File: src/include/tinker_defs.svh
`ifndef TINKER_DEFS_SVH
`define TINKER_DEFS_SVH

// datapath widths
`define TINKER_DATA_W  64
`define TINKER_ADDR_W  32
`define TINKER_REG_W   5
`define TINKER_LIT_W   12
`define TINKER_INSTR_W 32

`define TINKER_PC_RESET  32'h0000_2000          // first fetch address
`define TINKER_STACK_TOP 64'h0000_0000_0008_0000 // r31 after reset
`define TINKER_MEM_BYTES 65536                   // 64 KB is plenty for tests
`define TINKER_NOP       32'h8800_0000           // mov r0, r0

// opcodes sit in bits 31:27 of the instruction
`define TINKER_OP_AND    5'h00
`define TINKER_OP_OR     5'h01
`define TINKER_OP_XOR    5'h02
`define TINKER_OP_NOT    5'h03
`define TINKER_OP_SHFTR  5'h04
`define TINKER_OP_SHFTRI 5'h05
`define TINKER_OP_SHFTL  5'h06
`define TINKER_OP_SHFTLI 5'h07
`define TINKER_OP_BR     5'h08
`define TINKER_OP_BRR_R  5'h09
`define TINKER_OP_BRR_L  5'h0a
`define TINKER_OP_BRNZ   5'h0b
`define TINKER_OP_BRGT   5'h0e
`define TINKER_OP_HALT   5'h0f
`define TINKER_OP_LOAD   5'h10 // mov rd, (rs)(L)
`define TINKER_OP_MOV_RR 5'h11
`define TINKER_OP_MOV_RL 5'h12
`define TINKER_OP_STORE  5'h13 // mov (rd)(L), rs
`define TINKER_OP_ADD    5'h18
`define TINKER_OP_ADDI   5'h19
`define TINKER_OP_SUB    5'h1a
`define TINKER_OP_SUBI   5'h1b
`define TINKER_OP_MUL    5'h1c

`endif

File: src/source/tinker_pkg.sv
package tinker_pkg;

`include "tinker_defs.svh"

    typedef logic [`TINKER_DATA_W-1:0]  word_t;
    typedef logic [`TINKER_ADDR_W-1:0]  addr_t;
    typedef logic [`TINKER_REG_W-1:0]   reg_num_t;
    typedef logic [`TINKER_LIT_W-1:0]   literal_t;
    typedef logic [`TINKER_INSTR_W-1:0] instr_t;

    // only the kept instructions get names
    typedef enum logic [4:0] {
        op_and    = `TINKER_OP_AND,
        op_or     = `TINKER_OP_OR,
        op_xor    = `TINKER_OP_XOR,
        op_not    = `TINKER_OP_NOT,
        op_shftr  = `TINKER_OP_SHFTR,
        op_shftri = `TINKER_OP_SHFTRI,
        op_shftl  = `TINKER_OP_SHFTL,
        op_shftli = `TINKER_OP_SHFTLI,
        op_br     = `TINKER_OP_BR,
        op_brr_r  = `TINKER_OP_BRR_R,
        op_brr_l  = `TINKER_OP_BRR_L,
        op_brnz   = `TINKER_OP_BRNZ,
        op_brgt   = `TINKER_OP_BRGT,
        op_halt   = `TINKER_OP_HALT,
        op_load   = `TINKER_OP_LOAD,
        op_mov_rr = `TINKER_OP_MOV_RR,
        op_mov_rl = `TINKER_OP_MOV_RL,
        op_store  = `TINKER_OP_STORE,
        op_add    = `TINKER_OP_ADD,
        op_addi   = `TINKER_OP_ADDI,
        op_sub    = `TINKER_OP_SUB,
        op_subi   = `TINKER_OP_SUBI,
        op_mul    = `TINKER_OP_MUL
    } opcode_t;

    typedef enum logic [1:0] {
        load_s,
        run_s,
        halted_s
    } run_state_t;

    typedef struct packed {
        logic reg_write;  // rd written in WB
        logic mem_read;   // load in MEM
        logic mem_write;  // store in MEM
        logic mem_to_reg; // WB takes load data
        logic halt;
    } ctrl_t;

    typedef struct packed {
        ctrl_t    ctrl;
        opcode_t  opcode;
        reg_num_t rd;
        reg_num_t rs;
        reg_num_t rt;
        literal_t literal;
        word_t    rd_val;
        word_t    rs_val;
        word_t    rt_val;
    } idex_t;

    typedef struct packed {
        ctrl_t    ctrl;
        word_t    result;     // ALU result or memory address
        word_t    store_data;
        reg_num_t dest;
    } exmem_t;

    typedef struct packed {
        ctrl_t    ctrl;
        word_t    load_data;
        word_t    result;
        reg_num_t dest;
    } memwb_t;

    typedef struct packed {
        logic   valid;
        addr_t  addr;  // word index from the reset PC
        instr_t instr;
    } prog_write_t;

    typedef struct packed {
        logic     valid;
        reg_num_t dest;
        word_t    value;
    } commit_t;

endpackage

File: src/source/pc_counter.sv
`timescale 1ns/1ps

`include "tinker_defs.svh"

module pc_counter import tinker_pkg::*; (
    input  logic  clk,
    input  logic  reset,
    input  logic  run_en,
    input  logic  stall,
    input  logic  taken,
    input  addr_t target,
    output addr_t pc
);
    always_ff @(posedge clk or posedge reset) begin
        if (reset) begin
            pc <= `TINKER_PC_RESET;
        end else if (run_en && !stall) begin // load-use hold wins over redirect
            if (taken) begin
                pc <= target;
            end else begin
                pc <= pc + addr_t'(4);
            end
        end
    end

    // branch targets come from register values, so a bad program shows up here
    a_pc_aligned: assert property (@(posedge clk) disable iff (reset)
        pc[1:0] == 2'b00)
        else $error("pc not word aligned: %h", pc);

endmodule

File: config.mk
export PLATFORM = sky130hd
export DESIGN_NAME = pc_counter
export DESIGN_NICKNAME = d
export VERILOG_FILES = /design/src/source/tinker_pkg.sv /design/src/source/pc_counter.sv
export VERILOG_INCLUDE_DIRS = /design/src /design/src/include
export SDC_FILE = /design/constraint.sdc
export NUM_CORES = 1
export LEC_CHECK = 0
export BUFFER_PORTS_ARGS = -buffer_cell sky130_fd_sc_hd__buf_2
export CAP_MARGIN = 15
export CORE_ASPECT_RATIO = 1.4
export CORE_MARGIN = 2
export CORE_UTILIZATION = 51
export DETAILED_ROUTE_END_ITERATION = 6
export PLACE_DENSITY = 0.81
export SLEW_MARGIN = 20
export SYNTH_ARGS = -nofsm -noshare
export SYNTH_HDL_FRONTEND = slang
export SYNTH_SLANG_ARGS = --single-unit
File: constraint.sdc
create_clock -name clk -period 2.3 [get_ports clk]
set_input_delay 0.69 -clock clk [delete_from_list [all_inputs] [get_ports clk]]
set_output_delay 0.69 -clock clk [all_outputs]
set_load 0.01 [all_outputs]
## After elaboration in Yosys (flattened, before gate mapping)

Index checks and enable logic that the tools add are counted.

| word-level totals | value |
|---|---|
| flip-flop bits (word level) | 32 |
| bits of input ports | 37 |
| logic and storage cells | 5 |

| cells by class | value |
|---|---|
| $add $sub $neg | 1 |
| mux-type cells | 1 |
| reduce and logical (&&, ||, !) cells | 2 |

Operators by type and width:

| operator | number |
|---|---|
| $add A32 B3 Y32 const B | 1 |
| $mux W32 | 1 |
| $logic_and A1 B1 Y1 | 1 |
| $logic_not A1 Y1 | 1 |

## Longest topological paths before layout

| logic depth | value |
|---|---|
| word-level depth | 2 |
| mapped depth | 6 |
| gate-level depth less buffers | 6 |

## Least setup slack after synthesis

OpenSTA, ideal clock, no wires.

| timing path | value |
|---|---|
| path kind | register to register |
| from | register pc[2] |
| to | register pc[22] |
| library setup time | 0.121 ns |
| arrival | 1.814 ns |
| data required time | 2.179 ns |
| slack | 0.365 ns |
| stages on the path, launching flop included | 7 |
| path buffers | 0 |
| period minus slack after synthesis | 1.935 ns |
| cell sequence | dfrtp_1 -> ha_1 -> nand4_2 -> or4_4 -> nor2_2 -> a41oi_1 -> o22a_1 |

| between the ends | value |
|---|---|
| longest elaborated chain between the ends | 2 |

Ends and longest elaborated chain:

| item | line | RTL |
|---|---|---|
| start, declared | pc_counter.sv:12 | `output addr_t pc` |
| start signal, assigned | pc_counter.sv:16 | `` pc <= `TINKER_PC_RESET; `` |
| start signal, assigned | pc_counter.sv:19 | `pc <= target;` |
| start signal, assigned | pc_counter.sv:21 | `pc <= pc + addr_t'(4);` |
| $add A32 B3 Y32 | pc_counter.sv:21 |  |
| $mux W32 | pc_counter.sv:18 | `if (taken) begin` |

Every way passes these cells.
A chain may end at the register's enable or synchronous reset.

## Final worst setup path

Same ends and word-level chain as after synthesis.

==> impl_results.html <==
<table>
<tr><th>Metric</th><th>Value</th></tr>
<tr><th colspan="2">Status</th></tr>
<tr><td>Run status</td><td>finished clean</td></tr>
<tr><th colspan="2">Detailed routing</th></tr>
<tr><td>Drc violations</td><td>0</td></tr>
<tr><td>First-pass iteration count of the detailed router</td><td>4</td></tr>
<tr><td>DR vias</td><td>2289</td></tr>
<tr><td>Detail-routed via count per cell</td><td>around 6.3</td></tr>
<tr><td>Routed length per placed instance</td><td>16.0 µm</td></tr>
<tr><td>Routed wire length</td><td>a little under 6 mm</td></tr>
<tr><td>Iter 0 DRT Violations</td><td>around 120</td></tr>
<tr><td>Post-route ant nets</td><td>0</td></tr>
<tr><th colspan="2">Layout</th></tr>
<tr><td>Inserted Diodes</td><td>0</td></tr>
<tr><td>End-of-flow core utilization</td><td>0.672</td></tr>
<tr><td>Largest register FFs</td><td>32</td></tr>
<tr><td>Count of filler cells inserted in the layout</td><td>336</td></tr>
<tr><td>Storage cell area</td><td>approximately 800 µm²</td></tr>
<tr><td>Design Area, Final</td><td>~2600 µm²</td></tr>
<tr><td>Multi-input gate area in the final layout</td><td>1180 µm²</td></tr>
<tr><td>Regs by FF count</td><td>pc (32)</td></tr>
<tr><td>Area grow syn2layout</td><td>27.1%</td></tr>
<tr><td>Proportion of layout cells with a drive suffix above 1</td><td>0.307</td></tr>
<tr><td>Final nets</td><td>360</td></tr>
<tr><td>Largest register by flop count</td><td>pc</td></tr>
<tr><th colspan="2">Critical path</th></tr>
<tr><td>Source of the worst register-to-register timing path</td><td>pc[2]$_DFFE_PP0P_</td></tr>
<tr><td>Startpoint types</td><td>flip-flop</td></tr>
<tr><td>Maximum fanout along the worst path</td><td>6</td></tr>
<tr><td>Minimum setup slack among reg-to-reg paths</td><td>250 ps</td></tr>
<tr><td>Worst endpoint required time</td><td>roughly 2500 ps</td></tr>
<tr><td>Number of cell instances on the worst register-to-register path</td><td>6</td></tr>
<tr><td>Sort of element at the end of the critical path</td><td>flip-flop</td></tr>
<tr><td>Class of the most critical setup path</td><td>flip-flop to flip-flop</td></tr>
<tr><td>Arrival time at the worst endpoint</td><td>around 2200 ps</td></tr>
<tr><td>Endpoint of the worst register-to-register path</td><td>pc[22]$_DFFE_PP0P_</td></tr>
<tr><th colspan="2">Synth</th></tr>
<tr><td>Mean area per synthesized cell</td><td>roughly 8.3 µm²</td></tr>
<tr><td>Library cell occupying the most area in the post-synthesis netlist</td><td>dfrtp_1</td></tr>
<tr><td>Yosys top cell area share</td><td>0.374</td></tr>
<tr><td>Portion of netlist area occupied by mux cells</td><td>0.0302</td></tr>
<tr><td>Arithmetic-cell share of the synthesized area counting full adders, half adders and majority gates</td><td>0.00604</td></tr>
<tr><td>Fraction of synthesis flops using an asynchronous set or reset pin</td><td>1.00</td></tr>
<tr><td>Synthesized area</td><td>a little over 2000 µm²</td></tr>
<tr><td>Flip-flop cell with the highest count after synthesis</td><td>dfrtp_1</td></tr>
<tr><td>Count of flip-flops with a built-in enable after synthesis</td><td>0</td></tr>
<tr><td>Top cells by area in the synthesized netlist</td><td>dfrtp_1 (37%), o21ai_0 (5.8%), nor2_1 (4.9%)</td></tr>
<tr><td>Register bit total from synthesis</td><td>32</td></tr>
<tr><td>Main combinational cell family by area after synthesis</td><td>simple AND/OR/NAND/NOR gates</td></tr>
<tr><td>Warnings from Yosys</td><td>0</td></tr>
<tr><td>Number of distinct library cells after synthesis</td><td>42</td></tr>
<tr><td>Syn nets</td><td>about 290</td></tr>
<tr><td>Commonest cells post-synth</td><td>dfrtp_1 (31), nor2_1 (27), o21ai_0 (24)</td></tr>
<tr><td>Synthesized netlist cell count</td><td>around 250</td></tr>
<tr><td>Compound-gate portion of the synthesized area</td><td>0.238</td></tr>
<tr><td>Share of the yosys chip area belonging to registers</td><td>0.387</td></tr>
<tr><td>Simple-gate share of the synthesized area</td><td>0.295</td></tr>
<tr><td>Most frequent cell after synthesis</td><td>dfrtp_1</td></tr>
<tr><td>Xor and xnor fraction of the mapped netlist area</td><td>0</td></tr>
<tr><th colspan="2">Global route</th></tr>
<tr><td>Initial antenna violation count</td><td>0</td></tr>
<tr><td>Overall global routing resource usage</td><td>0.272</td></tr>
<tr><td>Global route total overflow</td><td>0</td></tr>
<tr><td>Maximum number of pins on one net before global-route repair</td><td>34</td></tr>
<tr><td>Global-route wire length before repair</td><td>between 9 and 10 mm</td></tr>
<tr><td>Via count of the first global-routing pass</td><td>2124</td></tr>
<tr><th colspan="2">Floorplanning</th></tr>
<tr><td>Cell Rows</td><td>27</td></tr>
<tr><td>Overall die area</td><td>between 4000 and 5000 µm²</td></tr>
<tr><td>Effective utilization at floorplan</td><td>0.529</td></tr>
<tr><td>Die boundary width</td><td>about 58 µm</td></tr>
<tr><td>Vertical die dimension</td><td>~80 µm</td></tr>
<tr><td>Placeable core region</td><td>~3900 µm²</td></tr>
<tr><td>Number of top-level pins</td><td>69</td></tr>
<tr><th colspan="2">STA</th></tr>
<tr><td>Final setup slack of the worst path</td><td>approximately 250 ps</td></tr>
<tr><td>Hold Violations, Final</td><td>0</td></tr>
<tr><td>Unrepaired setup endpoints after global routing</td><td>no</td></tr>
<tr><td>Worst Skew</td><td>between 8 and 9 ps</td></tr>
<tr><td>Final critical path time including I/O delays and setup</td><td>between 2000 and 2500 ps</td></tr>
<tr><td>Headroom to the max-slew limit</td><td>0.568</td></tr>
<tr><td>Final-report setup violation count</td><td>0</td></tr>
<tr><td>Period utilization</td><td>0.891</td></tr>
<tr><td>Slew at the pin closest to its max-slew limit</td><td>between 600 and 700 ps</td></tr>
<tr><td>Maximum clock rate</td><td>between 0.4 and 0.5 GHz</td></tr>
<tr><td>Number of max-slew violations in the final report</td><td>0</td></tr>
<tr><td>Post-route setup TNS</td><td>0 ps</td></tr>
<tr><th colspan="2">Placement</th></tr>
<tr><td>Detail Placement HPWL</td><td>4.20 mm</td></tr>
<tr><td>Worst slack, placed</td><td>roughly 270 ps</td></tr>
<tr><td>Number of port buffers</td><td>between 60 and 70</td></tr>
<tr><td>Post-DP Area</td><td>approximately 2500 µm²</td></tr>
<tr><td>Routability cong.</td><td>between 0.8 and 0.9</td></tr>
<tr><th colspan="2">Job</th></tr>
<tr><td>Total of max-cap violations</td><td>0</td></tr>
<tr><th colspan="2">Power</th></tr>
<tr><td>Max rail drop VDD</td><td>approximately 0.70 mV</td></tr>
<tr><td>Static leakage</td><td>1.22 nW</td></tr>
<tr><td>Sum of internal, switching and leakage power</td><td>around 1.8 mW</td></tr>
<tr><td>Total power density per cell area</td><td>692 nW/µm²</td></tr>
<tr><th colspan="2">Clock tree</th></tr>
<tr><td>Hold buffer count at CTS</td><td>0</td></tr>
<tr><td>Clock tree from TritonCTS</td><td>built</td></tr>
<tr><td>Clock sinks</td><td>32</td></tr>
<tr><td>Cts repair resizes</td><td>0</td></tr>
<tr><td>Master cell of the clock root buffer</td><td>clkbuf_8</td></tr>
<tr><td>TritonCTS buffer count</td><td>5</td></tr>
<tr><td>CTS H-Tree Depth</td><td>2</td></tr>
<tr><td>Clock slew at reported path FFs</td><td>~70 ps</td></tr>
<tr><td>Setup Fix Bufs, Post-CTS</td><td>0</td></tr>
<tr><td>Clock latency on the worst-skew pair</td><td>290 ps</td></tr>
<tr><td>Clock Path Buffers</td><td>2</td></tr>
<tr><th colspan="2">Worst hold path</th></tr>
<tr><td>Path type of the worst min-delay path</td><td>input port to async pin</td></tr>
</table>
-- cell usage in the layout, fill, tap and decap left out, drive strengths merged --
cell type	n
o22ai	4
nor2b	2
inv	9
ha	1
a41o	4
a21oi	16
a22oi	5
nand2	18
nand2b	1
a32o	1
mux2i	4
o211ai	2
nand3	20
o2bb2ai	1
dfstp	1
a311oi	4
nor2	29
a311o	1
and4	1
a2bb2oi	3
nor3	5
o21ai	24
a31oi	2
and2	1
nand4	14
o22a	3
and3	11
or4	2
a32oi	3
dfrtp	31
clkbuf	7
a41oi	1
buf	79
o41a	1
or3	3
nor4	6
bufinv	1
mux2	2
-- final cells by class --
class | count | share of cell area
Clock buffer | 7 | 0.0366
Clock inverter | 1 | 0.0114
Inverter | 9 | 0.0128
Multi-Input combinational cell | 195 | 0.449
Sequential cell | 32 | 0.305
Tap cell | 43 | 0.0204
Timing Repair Buffer | 79 | 0.165
-- report_power, final --
part | switching, mW | total, mW | internal, mW
logic | 0.241 | 0.438 | 0.197
clock network | 0.219 | 0.601 | 0.382
registers | 0.129 | 0.783 | 0.654
-- routing by layer --
| layer | global-route usage | up-vias | wire (µm) |
|---|---|---|---|
| met2 | 0.453 | 88 | 3020 |
| li1 | - | 1096 | - |
| met5 | 0 | - | 0 |
| met1 | 0.341 | 1090 | 2360 |
| met4 | 0.119 | 0 | 159 |
| met3 | 0.0486 | 15 | 319 |
-- cells by family (layout without fill, tap and decap cells) --
family / count (synthesis) / count (layout)
and+or+nand+nor: 113 / 113
AOI/OAI and AO/OA: 75 / 75
DFF: 32 / 32
buffers and inverters: 24 / 96
muxes: 6 / 6
adders and majority gates: 1 / 1
-- how the worst max path moves through the flow --
stage | start | end | slack [ps] | depth (start not counted)
6_report | pc[2]$_DFFE_PP0P_ | pc[22]$_DFFE_PP0P_ | 250 | 6
5_1_grt | pc[2]$_DFFE_PP0P_ | pc[22]$_DFFE_PP0P_ | 100 | 6
4_1_cts | pc[2]$_DFFE_PP0P_ | pc[22]$_DFFE_PP0P_ | 240 | 6
3_5_place_dp | pc[2]$_DFFE_PP0P_ | pc[22]$_DFFE_PP0P_ | 270 | 6
3_3_place_gp | pc[2]$_DFFE_PP0P_ | pc[22]$_DFFE_PP0P_ | 350 | 6
2_1_floorplan | pc[2]$_DFFE_PP0P_ | pc[22]$_DFFE_PP0P_ | 370 | 6
-- worst max-delay path, cell delays in order (launching register included) --
cell and delay (ps):
dfrtp_1 420, ha_1 270, nand4_2 190, or4_4 580, nor2_2 150, a41oi_1 130, o22a_1 200
-- per-stage QoR --
step | hold WS [ps] | instances
3_5_place_dp | 496 | 358
5_1_grt | 537 | 366
6_report | 472 | 366
4_1_cts | 498 | 366
2_1_floorplan | 508 | 251
3_3_place_gp | 481 | 358
Note: power is estimated with default switching activity, not from simulation.
