[src/include/tinker_defs.svh]
`ifndef TINKER_DEFS_SVH
`define TINKER_DEFS_SVH

// datapath widths
`define TINKER_DATA_W  64
`define TINKER_ADDR_W  32
`define TINKER_REG_W   5
`define TINKER_LIT_W   12
`define TINKER_INSTR_W 32

`define TINKER_PC_RESET  32'h0000_2000          // first fetch address
`define TINKER_STACK_TOP 64'h0000_0000_0008_0000 // r31 after reset
`define TINKER_MEM_BYTES 65536                   // 64 KB is plenty for tests
`define TINKER_NOP       32'h8800_0000           // mov r0, r0

// opcodes sit in bits 31:27 of the instruction
`define TINKER_OP_AND    5'h00
`define TINKER_OP_OR     5'h01
`define TINKER_OP_XOR    5'h02
`define TINKER_OP_NOT    5'h03
`define TINKER_OP_SHFTR  5'h04
`define TINKER_OP_SHFTRI 5'h05
`define TINKER_OP_SHFTL  5'h06
`define TINKER_OP_SHFTLI 5'h07
`define TINKER_OP_BR     5'h08
`define TINKER_OP_BRR_R  5'h09
`define TINKER_OP_BRR_L  5'h0a
`define TINKER_OP_BRNZ   5'h0b
`define TINKER_OP_BRGT   5'h0e
`define TINKER_OP_HALT   5'h0f
`define TINKER_OP_LOAD   5'h10 // mov rd, (rs)(L)
`define TINKER_OP_MOV_RR 5'h11
`define TINKER_OP_MOV_RL 5'h12
`define TINKER_OP_STORE  5'h13 // mov (rd)(L), rs
`define TINKER_OP_ADD    5'h18
`define TINKER_OP_ADDI   5'h19
`define TINKER_OP_SUB    5'h1a
`define TINKER_OP_SUBI   5'h1b
`define TINKER_OP_MUL    5'h1c

`endif

[src/source/tinker_pkg.sv]
package tinker_pkg;

`include "tinker_defs.svh"

    typedef logic [`TINKER_DATA_W-1:0]  word_t;
    typedef logic [`TINKER_ADDR_W-1:0]  addr_t;
    typedef logic [`TINKER_REG_W-1:0]   reg_num_t;
    typedef logic [`TINKER_LIT_W-1:0]   literal_t;
    typedef logic [`TINKER_INSTR_W-1:0] instr_t;

    // only the kept instructions get names
    typedef enum logic [4:0] {
        op_and    = `TINKER_OP_AND,
        op_or     = `TINKER_OP_OR,
        op_xor    = `TINKER_OP_XOR,
        op_not    = `TINKER_OP_NOT,
        op_shftr  = `TINKER_OP_SHFTR,
        op_shftri = `TINKER_OP_SHFTRI,
        op_shftl  = `TINKER_OP_SHFTL,
        op_shftli = `TINKER_OP_SHFTLI,
        op_br     = `TINKER_OP_BR,
        op_brr_r  = `TINKER_OP_BRR_R,
        op_brr_l  = `TINKER_OP_BRR_L,
        op_brnz   = `TINKER_OP_BRNZ,
        op_brgt   = `TINKER_OP_BRGT,
        op_halt   = `TINKER_OP_HALT,
        op_load   = `TINKER_OP_LOAD,
        op_mov_rr = `TINKER_OP_MOV_RR,
        op_mov_rl = `TINKER_OP_MOV_RL,
        op_store  = `TINKER_OP_STORE,
        op_add    = `TINKER_OP_ADD,
        op_addi   = `TINKER_OP_ADDI,
        op_sub    = `TINKER_OP_SUB,
        op_subi   = `TINKER_OP_SUBI,
        op_mul    = `TINKER_OP_MUL
    } opcode_t;

    typedef enum logic [1:0] {
        load_s,
        run_s,
        halted_s
    } run_state_t;

    typedef struct packed {
        logic reg_write;  // rd written in WB
        logic mem_read;   // load in MEM
        logic mem_write;  // store in MEM
        logic mem_to_reg; // WB takes load data
        logic halt;
    } ctrl_t;

    typedef struct packed {
        ctrl_t    ctrl;
        opcode_t  opcode;
        reg_num_t rd;
        reg_num_t rs;
        reg_num_t rt;
        literal_t literal;
        word_t    rd_val;
        word_t    rs_val;
        word_t    rt_val;
    } idex_t;

    typedef struct packed {
        ctrl_t    ctrl;
        word_t    result;     // ALU result or memory address
        word_t    store_data;
        reg_num_t dest;
    } exmem_t;

    typedef struct packed {
        ctrl_t    ctrl;
        word_t    load_data;
        word_t    result;
        reg_num_t dest;
    } memwb_t;

    typedef struct packed {
        logic   valid;
        addr_t  addr;  // word index from the reset PC
        instr_t instr;
    } prog_write_t;

    typedef struct packed {
        logic     valid;
        reg_num_t dest;
        word_t    value;
    } commit_t;

endpackage

[src/source/decode_stage.sv]
`timescale 1ns/1ps

`include "tinker_defs.svh"

module decode_stage import tinker_pkg::*; (
    input  instr_t   instr,
    input  addr_t    pc,
    input  word_t    rd_val,
    input  word_t    rs_val,
    input  word_t    rt_val,
    input  reg_num_t ex_load_dest,
    input  logic     ex_is_load,
    output idex_t    fields,
    output logic     stall,
    output logic     taken,
    output addr_t    target
);
    opcode_t  opcode;
    reg_num_t rd;
    reg_num_t rs;
    reg_num_t rt;
    literal_t literal;
    ctrl_t    ctrl;
    logic     reads_rd;   // rd is also a source operand
    addr_t    lit_offset; // brr L displacement

    assign opcode  = opcode_t'(instr[31:27]);
    assign rd      = instr[26:22];
    assign rs      = instr[21:17];
    assign rt      = instr[16:12];
    assign literal = instr[11:0];

    // sign-extended literal times four
    assign lit_offset = {{(`TINKER_ADDR_W - `TINKER_LIT_W - 2){literal[`TINKER_LIT_W-1]}},
                         literal, 2'b00};

    always_comb begin
        ctrl = '0;
        case (opcode)
            op_add, op_addi, op_sub, op_subi, op_mul,
            op_and, op_or, op_xor, op_not,
            op_shftr, op_shftri, op_shftl, op_shftli,
            op_mov_rr, op_mov_rl: begin
                ctrl.reg_write = 1'b1;
            end
            op_load: begin
                ctrl.reg_write  = 1'b1;
                ctrl.mem_read   = 1'b1;
                ctrl.mem_to_reg = 1'b1;
            end
            op_store: ctrl.mem_write = 1'b1;
            op_halt:  ctrl.halt = 1'b1;
            default:  ctrl = '0; // branches and unknown codes write nothing
        endcase
    end

    always_comb begin
        case (opcode)
            op_addi, op_subi, op_shftri, op_shftli, op_mov_rl, op_store: reads_rd = 1'b1;
            default: reads_rd = 1'b0;
        endcase
    end

    // load result is only ready after MEM, so hold one cycle
    assign stall = ex_is_load && (ex_load_dest != '0) &&
                   ((ex_load_dest == rs) || (ex_load_dest == rt) ||
                    (reads_rd && (ex_load_dest == rd)));

    // early branch decision on raw register values
    always_comb begin
        taken  = 1'b0;
        target = pc + addr_t'(4);
        case (opcode)
            op_br: begin
                taken  = 1'b1;
                target = rd_val[`TINKER_ADDR_W-1:0];
            end
            op_brr_r: begin
                taken  = 1'b1;
                target = pc + rd_val[`TINKER_ADDR_W-1:0];
            end
            op_brr_l: begin
                taken  = 1'b1;
                target = pc + lit_offset;
            end
            op_brnz: begin
                taken  = (rs_val != '0);
                target = rd_val[`TINKER_ADDR_W-1:0];
            end
            op_brgt: begin
                taken  = ($signed(rs_val) > $signed(rt_val)); // signed compare
                target = rd_val[`TINKER_ADDR_W-1:0];
            end
            default: taken = 1'b0;
        endcase
    end

    always_comb begin
        fields.ctrl    = ctrl;
        fields.opcode  = opcode;
        fields.rd      = rd;
        fields.rs      = rs;
        fields.rt      = rt;
        fields.literal = literal;
        fields.rd_val  = rd_val;
        fields.rs_val  = rs_val;
        fields.rt_val  = rt_val;
    end

endmodule

[config.mk]
export PLATFORM = sky130hd
export DESIGN_NAME = decode_stage
export DESIGN_NICKNAME = d
export VERILOG_FILES = /design/src/source/tinker_pkg.sv /design/src/source/decode_stage.sv
export VERILOG_INCLUDE_DIRS = /design/src /design/src/include
export SDC_FILE = /design/constraint.sdc
export NUM_CORES = 1
export LEC_CHECK = 0
export BUFFER_PORTS_ARGS = -buffer_cell sky130_fd_sc_hd__buf_2
export CAP_MARGIN = 20
export CORE_AREA = 2 2 205 207
export DETAILED_ROUTE_END_ITERATION = 7
export DIE_AREA = 0 0 207 209
export PLACE_DENSITY = 0.52
export REMOVE_ABC_BUFFERS = 1
export SETUP_SLACK_MARGIN = 0.5
export SYNTH_ARGS = -nofsm -noshare
export SYNTH_HDL_FRONTEND = slang
export SYNTH_SLANG_ARGS = --single-unit
[constraint.sdc]
create_clock -name vclk -period 22.4
set_clock_uncertainty 0.1 [all_clocks]
set_input_delay 5.6 -clock vclk [all_inputs]
set_output_delay 5.6 -clock vclk [all_outputs]
set_load 0.005 [all_outputs]
# ---- After elaboration in Yosys (flattened, before gate mapping)
# Cells that the tools add are included.
dict set report op_classes {
  shifts 0
  add_sub_neg 3
  n_lt_le_gt_ge 1
  n_bitwise 0
  div 0
  n_reduce_logical 12
  n_eq_ne 25
  mul 0
  muxes 7
}
# operator n
set ops {}
lappend ops {{32-bit one-hot mux with 3 select lines} 1}
lappend ops {{32-bit adder} 2}
lappend ops {{64-bit greater-than comparator} 1}
lappend ops {{64-bit nonzero test} 1}
lappend ops {{5-bit == test (second input constant)} 9}
lappend ops {{32-bit by 3-bit adder with 32-bit output (second input constant)} 1}
lappend ops {{5-bit by 4-bit == test with 1-bit output (second input constant)} 6}
lappend ops {{5-bit by 3-bit == test with 1-bit output (second input constant)} 4}
lappend ops {{16-bit OR reduction} 1}
lappend ops {{5-bit == test} 3}
lappend ops {{5-bit by 2-bit == test with 1-bit output (second input constant)} 2}
lappend ops {{3-bit OR reduction} 2}
lappend ops {{6-bit OR reduction} 1}
lappend ops {{5-bit by 1-bit == test with 1-bit output (second input constant)} 1}
lappend ops {{5-bit logical NOT} 1}
lappend ops {{1-bit two-way mux} 5}
lappend ops {{5-bit nonzero test} 1}
lappend ops {{1-bit logical AND} 3}
lappend ops {{1-bit one-hot mux with 3 select lines} 1}
lappend ops {{1-bit logical OR} 2}
dict set report totals {
  output_inout_bits 263
  romBits 0
  inputBits 262
  latchBits 0
  ramBits 0
  mem_count 0
  elab_cells 48
  regBits 0
}

# ---- Longest topological paths before layout
# Gate-level depths: netlist (run 1).
dict set report depth {
  ltp_word 6
  ltp_mapped 17
  ltp_nobuf 15
}

# ---- Worst setup path before layout (run 1)
# OpenSTA, ideal clock, no wires.
dict set report synth_timing {
  path_kind {input port to output port}
  startpoint {input instr[30]}
  endpoint {output target[29]}
  t_arrival_ns 9.112
  n_path_buf 1
  required_time_ns 16.700
  stages 16
  setup_slack_ns 7.588
  path_cell_list {clkbuf_1 nand2b_1 or2_2 nor2_1 nand2_1 inv_1 ha_1 a211oi_1 o21bai_1 a41o_1 a2111oi_0 o21ai_0 or2_2 a31oi_1 mux2i_1 o211ai_1}
}
dict set report synth_via {
  elab_chain_len 3
  word_cells_on_any_way 7
  cone_classes {5 x eq/ne; 1 x mux; 1 x reduce/logical}
}
# element line_no
set synth_lines {}
lappend synth_lines {{start: declaration} decode_stage.sv:6} ;# input instr_t instr,
lappend synth_lines {{5-bit by 4-bit == test with 1-bit output} decode_stage.sv:73} ;# case (opcode)
lappend synth_lines {{3-bit OR reduction (no line)} --}
lappend synth_lines {{32-bit one-hot mux with 3 select lines *} decode_stage.sv:73}
lappend synth_lines {{end: declaration} decode_stage.sv:16} ;# output addr_t target
# Mark *: on every way between the ends. The rest lies on a longest branch, timed or not.

# ---- Final worst setup path (run 1)
dict set report layout_timing {
  startpoint {input instr[31]}
  endpoint {output target[29]}
}
# The elaborated chain is that of the path after synthesis.

==> results of run 1 <==
[cell usage in the layout, fill, tap and decap left out, types with 4 or more instances in the layout]
cell type	count
buf_2	461
ha_1	124
inv_1	77
a21oi_1	63
o21ai_0	58
nand2_1	52
a21o_1	48
nor2_1	46
xnor2_1	37
xor2_1	29
nor4_1	23
nand4_1	21
nor3_1	19
nand3_1	16
nor2b_1	15
a22oi_1	14
and2_1	12
nand2b_1	11
a31oi_1	11
o21a_1	10
o221ai_1	10
or3_1	9
o211ai_1	9
a211oi_1	8
diode_2	6
or2_2	6
and3_1	5
mux2i_1	5
a221o_1	5
buf_4	5
a2111oi_0	4
o31ai_1	4
[cell usage after synthesis (6+ instances only)]
cell / number
or3_1: 9
a22oi_1: 14
xnor2_1: 37
nand2b_1: 11
o21ai_0: 58
buf_4: 225
o221ai_1: 10
a21oi_1: 63
nor3_1: 19
and2_1: 12
or2_2: 6
nand2_1: 52
xor2_1: 29
a21o_1: 48
o211ai_1: 9
a211oi_1: 8
nand4_1: 21
ha_1: 124
a31oi_1: 11
nor4_1: 23
o21a_1: 10
inv_1: 77
nor2_1: 47
nor2b_1: 15
nand3_1: 16
clkbuf_1: 20
[routing by layer]
layer,wire length [um],up-vias,part of all wire [%]
met1,15200,4004,42
met4,370,0,1.0
met5,0,-,0
met3,2860,31,7.9
li1,-,3975,-
met2,17800,407,49
[worst max-delay path by stage]
stage / startpoint / end / slack, ns / cells after the start
final: instr[31] / target[29] / 6.17 / 17
after global routing: instr[31] / target[29] / 5.58 / 17
after CTS: instr[31] / target[29] / 6.03 / 17
after detailed placement: instr[31] / target[29] / 6.04 / 17
after global placement: instr[31] / target[29] / 6.15 / 17
after floorplan: instr[31] / target[29] / 7.56 / 15
[logic make-up (layout without fill, tap and decap cells)]
family	after synthesis	after routing
other	0	6
XOR/XNOR	66	66
AO/OA/AOI/OAI	275	275
AND/OR/NAND/NOR	248	248
adder cells (fa/ha/maj)	126	126
buffers and inverters	323	543
multiplexers	5	5
[where the power goes]
| group | switching (mW) | internal, mW | total, mW |
|---|---|---|---|
| clock | 0 | 0.0000000360 | 0.0000000361 |
| combinational | 0.100 | 0.0786 | 0.179 |
| sequential | 0 | 0 | 0 |
[area by class of cell]
cell class                      count  area (um2)
Multi-Input combinational cell    720        5370
Tap cell                          539         674
Inverter                           77         289
Antenna cell                        6        15.0
Timing Repair Buffer              466        2340
Fill cell                        4713       32600
[per-stage QoR]
| step | hold WS [ns] | utilization, % | setup WS, ns | power [mW] | area (um2) |
|---|---|---|---|---|---|
| after CTS | 11.10 | 21.0 | 6.03 | 0.180 | 8670 |
| after floorplan | 11.10 | - | 7.56 | 0.0865 | 5650 |
| after global routing | 11.10 | 21.0 | 5.58 | 0.198 | 8680 |
| final | 11.10 | 21.0 | 6.17 | 0.179 | 8690 |
| after detailed placement | 11.10 | 21.0 | 6.04 | 0.179 | 8670 |
| after global placement | 11.10 | 21.0 | 6.15 | 0.178 | 8670 |
==> results.md, run 1 <==
- Final number of max-transition violations: 0
- Critical Path Fanout Max: 18
- # setup viols final: 0
- Combinational family with the most area after synthesis: buffers and inverters
- Die ar.: roughly 43000 um2
- Leak pwr: 4.74 nW
- Placed Instances: 1802
- Cell area power density: 20.6 nW/um2
- Max cap viols: 0
- Starting Density: 18.0%
- M3 GR Usage: about 3.3%
- Top cells by area, synth: buf_4, ha_1, a21o_1, xnor2_1, a21oi_1
- Relative slew slack: 34.9%
- Worst min path class: primary input to output port
- Simple logic cell fraction of the synthesized area: 17.3%
- First-pass GRT wire length: 51.5 mm
- Syn avg cell area: between 7 and 8 um2
- Initial antenna violation count: 8
- Largest net degree at the start of global routing: 34
- Slowest-stage cell, CP: nor2_1
- Synth Area in Compound Gates: 24.9%
- Kind of critical path: primary input to output port
- CP peak stage delay: between 0.6 and 0.7 ns
- DRC: 0
- Via/cell ratio: 4.66
- Clkbuf count: 0
- Mapped Cells: 1043
- Netlist cell types: 65
- Hold path start: rd_val[35]
- Worst slew pin tran: 0.952 ns
- Core Box Area: about 41000 um2
- Die X: ~210 um
- Synth-to-Final Area Change: 17.0%
- Seq Cell Count: 0
- Grt met2 use: 27.9%
- Final RePlAce weighted congestion: 0.956
- Hold Path Sink: fields[163]
- Worst-path cell chain: buf_2 > nand2b_1 > or2_2 > nor2_1 > nand2_1 > inv_1 > ha_1 > a211oi_1 > o21bai_1 > a41o_1 > a2111oi_0 > o21ai_0 > or2_2 > a31oi_1 > mux2i_1 > o211ai_1 > buf_2
- Fin. Hold Viols: 0
- DP HPWL: 32.7 mm
- Hold-fix buffers, CTS: 0
- Worst Path Required: 16.70 ns
- Starting DRT DRC Count: 463
- Gr ovfl total: 0
- Largest delay share family, worst path: compound AO/OA/AOI/OAI gates
- Post-route minimum period: ~16 ns
- Sequential share of the synthesized area: 0%
- IO buf count: 461
- Via count: 8417
- Cell count of the worst hold path: 0
- Worst path bufs/invs: 3
- Reg area: 0 um2
- Die Y: 209 um
- Status: completed
- GRT Util Overall: about 15%
- Unrepaired setup endpoints after global routing: no
- YS warnings: 0
- Layout cells sized above 1: a little under two fifths
- PostCTS Resize Cnt: 0
- Synth Area in XOR/XNOR: 7.79%
- Post-synthesis mux area share: 0.674%
- Met1 Use GR: approximately a fifth
- Fin nets: roughly 1.7k
- Startpoint class of the critical path: primary input
- Fin cells: 1808
- Post-route setup TNS: 0 ns
- Tcrit/Tclk final: between 70% and 80%
- Detailed Route WL: 36.2 mm
- Final ANT Viol Nets: 0
- Synth Area in Adders: between 20% and 30%
- Num rows: 75
- Number of global-route vias before repair: 8133
- WL per Instance: ~20 um
- Critical path capture point type: output port
- I/O pins: 525
- Max Fclk: 61.6 MHz
- Largest area contributor in the netlist: buf_4
- Worst EP arrival: 10.53 ns
- VDD IR-drop max: 0.00818 mV
- Mapped Area: 7420 um2
- DR pass1 iterations: 5
- GR peak layer: met2
- Number of setup buffers added after CTS: 0
- Area share of the largest cell type after synthesis: 22.8%
Note: power is estimated with default switching activity, not from simulation.
==> run 2, diff against run 1 <==
--- a/config.mk
+++ b/config.mk
@@ -11,7 +11,7 @@
 export CORE_AREA = 2 2 205 207
 export DETAILED_ROUTE_END_ITERATION = 7
 export DIE_AREA = 0 0 207 209
-export PLACE_DENSITY = 0.52
+export PLACE_DENSITY = 0.53
 export REMOVE_ABC_BUFFERS = 1
 export SETUP_SLACK_MARGIN = 0.5
 export SYNTH_ARGS = -nofsm -noshare
==> constraint.sdc (replaced) <==
create_clock -name vclk -period 13.4
set_clock_uncertainty 0.1 [all_clocks]
set_input_delay 3.35 -clock vclk [all_inputs]
set_output_delay 3.35 -clock vclk [all_outputs]
set_load 0.005 [all_outputs]
==> run 2 against run 1 <==
Net effect:
- power increased by 66%
- die area unchanged
- routed wire length decreased by 2.1%
- sequential cell count unchanged
- global-route usage decreased by 0.33 points
- setup slack got worse by 4.6 ns
- combinational power increased by 66%
- core utilization about the same
- critical endpoint unchanged
==> results.md, run 2 (same netlist as run 1, synthesis figures left out) <==
- Status: completed
- Number of setup buffers added after CTS: 0
- # setup viols final: 0
- Worst Path Required: ~10 ns
- Setup ws final: 1.58 ns
- Max Fclk: 84.6 MHz
- Starting DRT DRC Count: 402
- Clkbuf count: 0
- Worst EP arrival: 8.37 ns
- Fin. Hold Viols: 0
- Die X: slightly above 200 um
- Reg area: 0 um2
- Via count: 8275
- Final Cell Area: 8670 um2
- First-pass GRT wire length: between 50 and 60 mm
- Startpoint class of the critical path: primary input
- Unrepaired setup endpoints after global routing: no
- I/O pins: 525
- Final ANT Viol Nets: 0
- Gr ovfl total: 0
- Final number of max-transition violations: 0
- Hold-fix buffers, CTS: 0
- WL per Instance: 19.7 um
- Final core occ: between 20% and 30%
- Kind of critical path: primary input to output port
- Seq Cell Count: 0
- Post-route minimum period: between 10 and 15 ns
- Num rows: 75
- Detailed Route WL: 35.5 mm
- PostCTS Resize Cnt: 0
- Initial antenna violation count: 12
- DP HPWL: 32.1 mm
- Number of global-route vias before repair: 7957
- DRC: 0
- Fin nets: 1652
- Pre-CTS setup slack: around 1.4 ns
- DP Area: between 8000 and 9000 um2
- Largest net degree at the start of global routing: 34
- GRT Util Overall: 15.1%
- Core Box Area: roughly 41000 um2
- Final RePlAce weighted congestion: ~0.94
- CP endpoint: target[29]
- Most frequent cells in the layout: buf_2, ha_1, inv_1
- Post-route setup TNS: 0 ns
- VDD IR-drop max: 0.0146 mV
- Layout cells sized above 1: 38.1%
- Cell area power density: between 30 and 40 nW/um2
- IO buf count: 461
- Critical path origin: instr[30]
- Critical path capture point type: output port
- Leak pwr: 4.73 nW
- DR pass1 iterations: 5
- Max cap viols: 0
- Via/cell ratio: ~4.6
- Tcrit/Tclk final: 88.2%
- Die Y: 209 um
- Commonest non-fill, non-tap cell in the layout: buf_2
- Synth-to-Final Area Change: 16.8%
- Starting Density: 18.0%
- Filler Cells Inserted: between 4k and 5k
- Critical Path Fanout Max: 18
- Worst slew pin tran: 1.01 ns
- Die ar.: 43300 um2
- Worst min path class: primary input to output port
- Multi-input logic area: 5370 um2
- Relative slew slack: roughly a third
==> run 2: critical path, cell delays in order <==
cell	delay, ns
buf_2	0.18
nand2b_1	0.14
or2_2	0.34
nor2_1	0.69
nand2_1	0.18
inv_1	0.53
ha_1	0.41
a211oi_1	0.27
o21bai_1	0.11
a41o_1	0.24
a2111oi_0	0.58
o21ai_0	0.23
or2_2	0.34
a31oi_1	0.22
mux2i_1	0.21
o211ai_1	0.13
buf_2	0.18
==> run 2: how the worst min path moves through the flow <==
stage,depth (start not counted),slack [ns],end,start
after global routing,0,6.60,fields[186],rd_val[58]
after floorplan,0,6.60,fields[0],rt_val[0]
after detailed placement,0,6.60,fields[172],rd_val[44]
final,0,6.60,fields[172],rd_val[44]
after global placement,0,6.60,fields[172],rd_val[44]
after CTS,0,6.60,fields[172],rd_val[44]
==> run 2: routing by layer <==
metal	global-route usage (%)	part of all wire [%]	up-vias
li1	-	-	3973
met1	18.7	41	3852
met2	27.9	50	407
met3	2.77	7.2	41
met4	1.87	1.6	2
met5	0	0.037	-
==> run 2: layout make-up <==
| cell class | count | area share, % |
|---|---|---|
| well taps | 539 | 7.78 |
| repair buffers | 465 | 27.0 |
| diodes | 2 | 0.0577 |
| inverters | 77 | 3.33 |
| multi-input cells | 720 | 61.9 |
==> run 2: metrics by stage <==
stage / hold slack [ns] / power, mW / std cells
2_1_floorplan: 6.60 / 0.145 / 797
3_3_place_gp: 6.60 / 0.295 / 1801
3_5_place_dp: 6.60 / 0.297 / 1801
4_1_cts: 6.60 / 0.299 / 1801
5_1_grt: 6.60 / 0.328 / 1801
6_report: 6.60 / 0.297 / 1803
==> run 2: where the power goes <==
group	internal [mW]	leakage (nW)	total [mW]	switching [mW]
sequential	0	0	0	0
clock	0.0000000185	0.0000127	0.0000000185	0
combinational	0.131	4.73	0.297	0.165
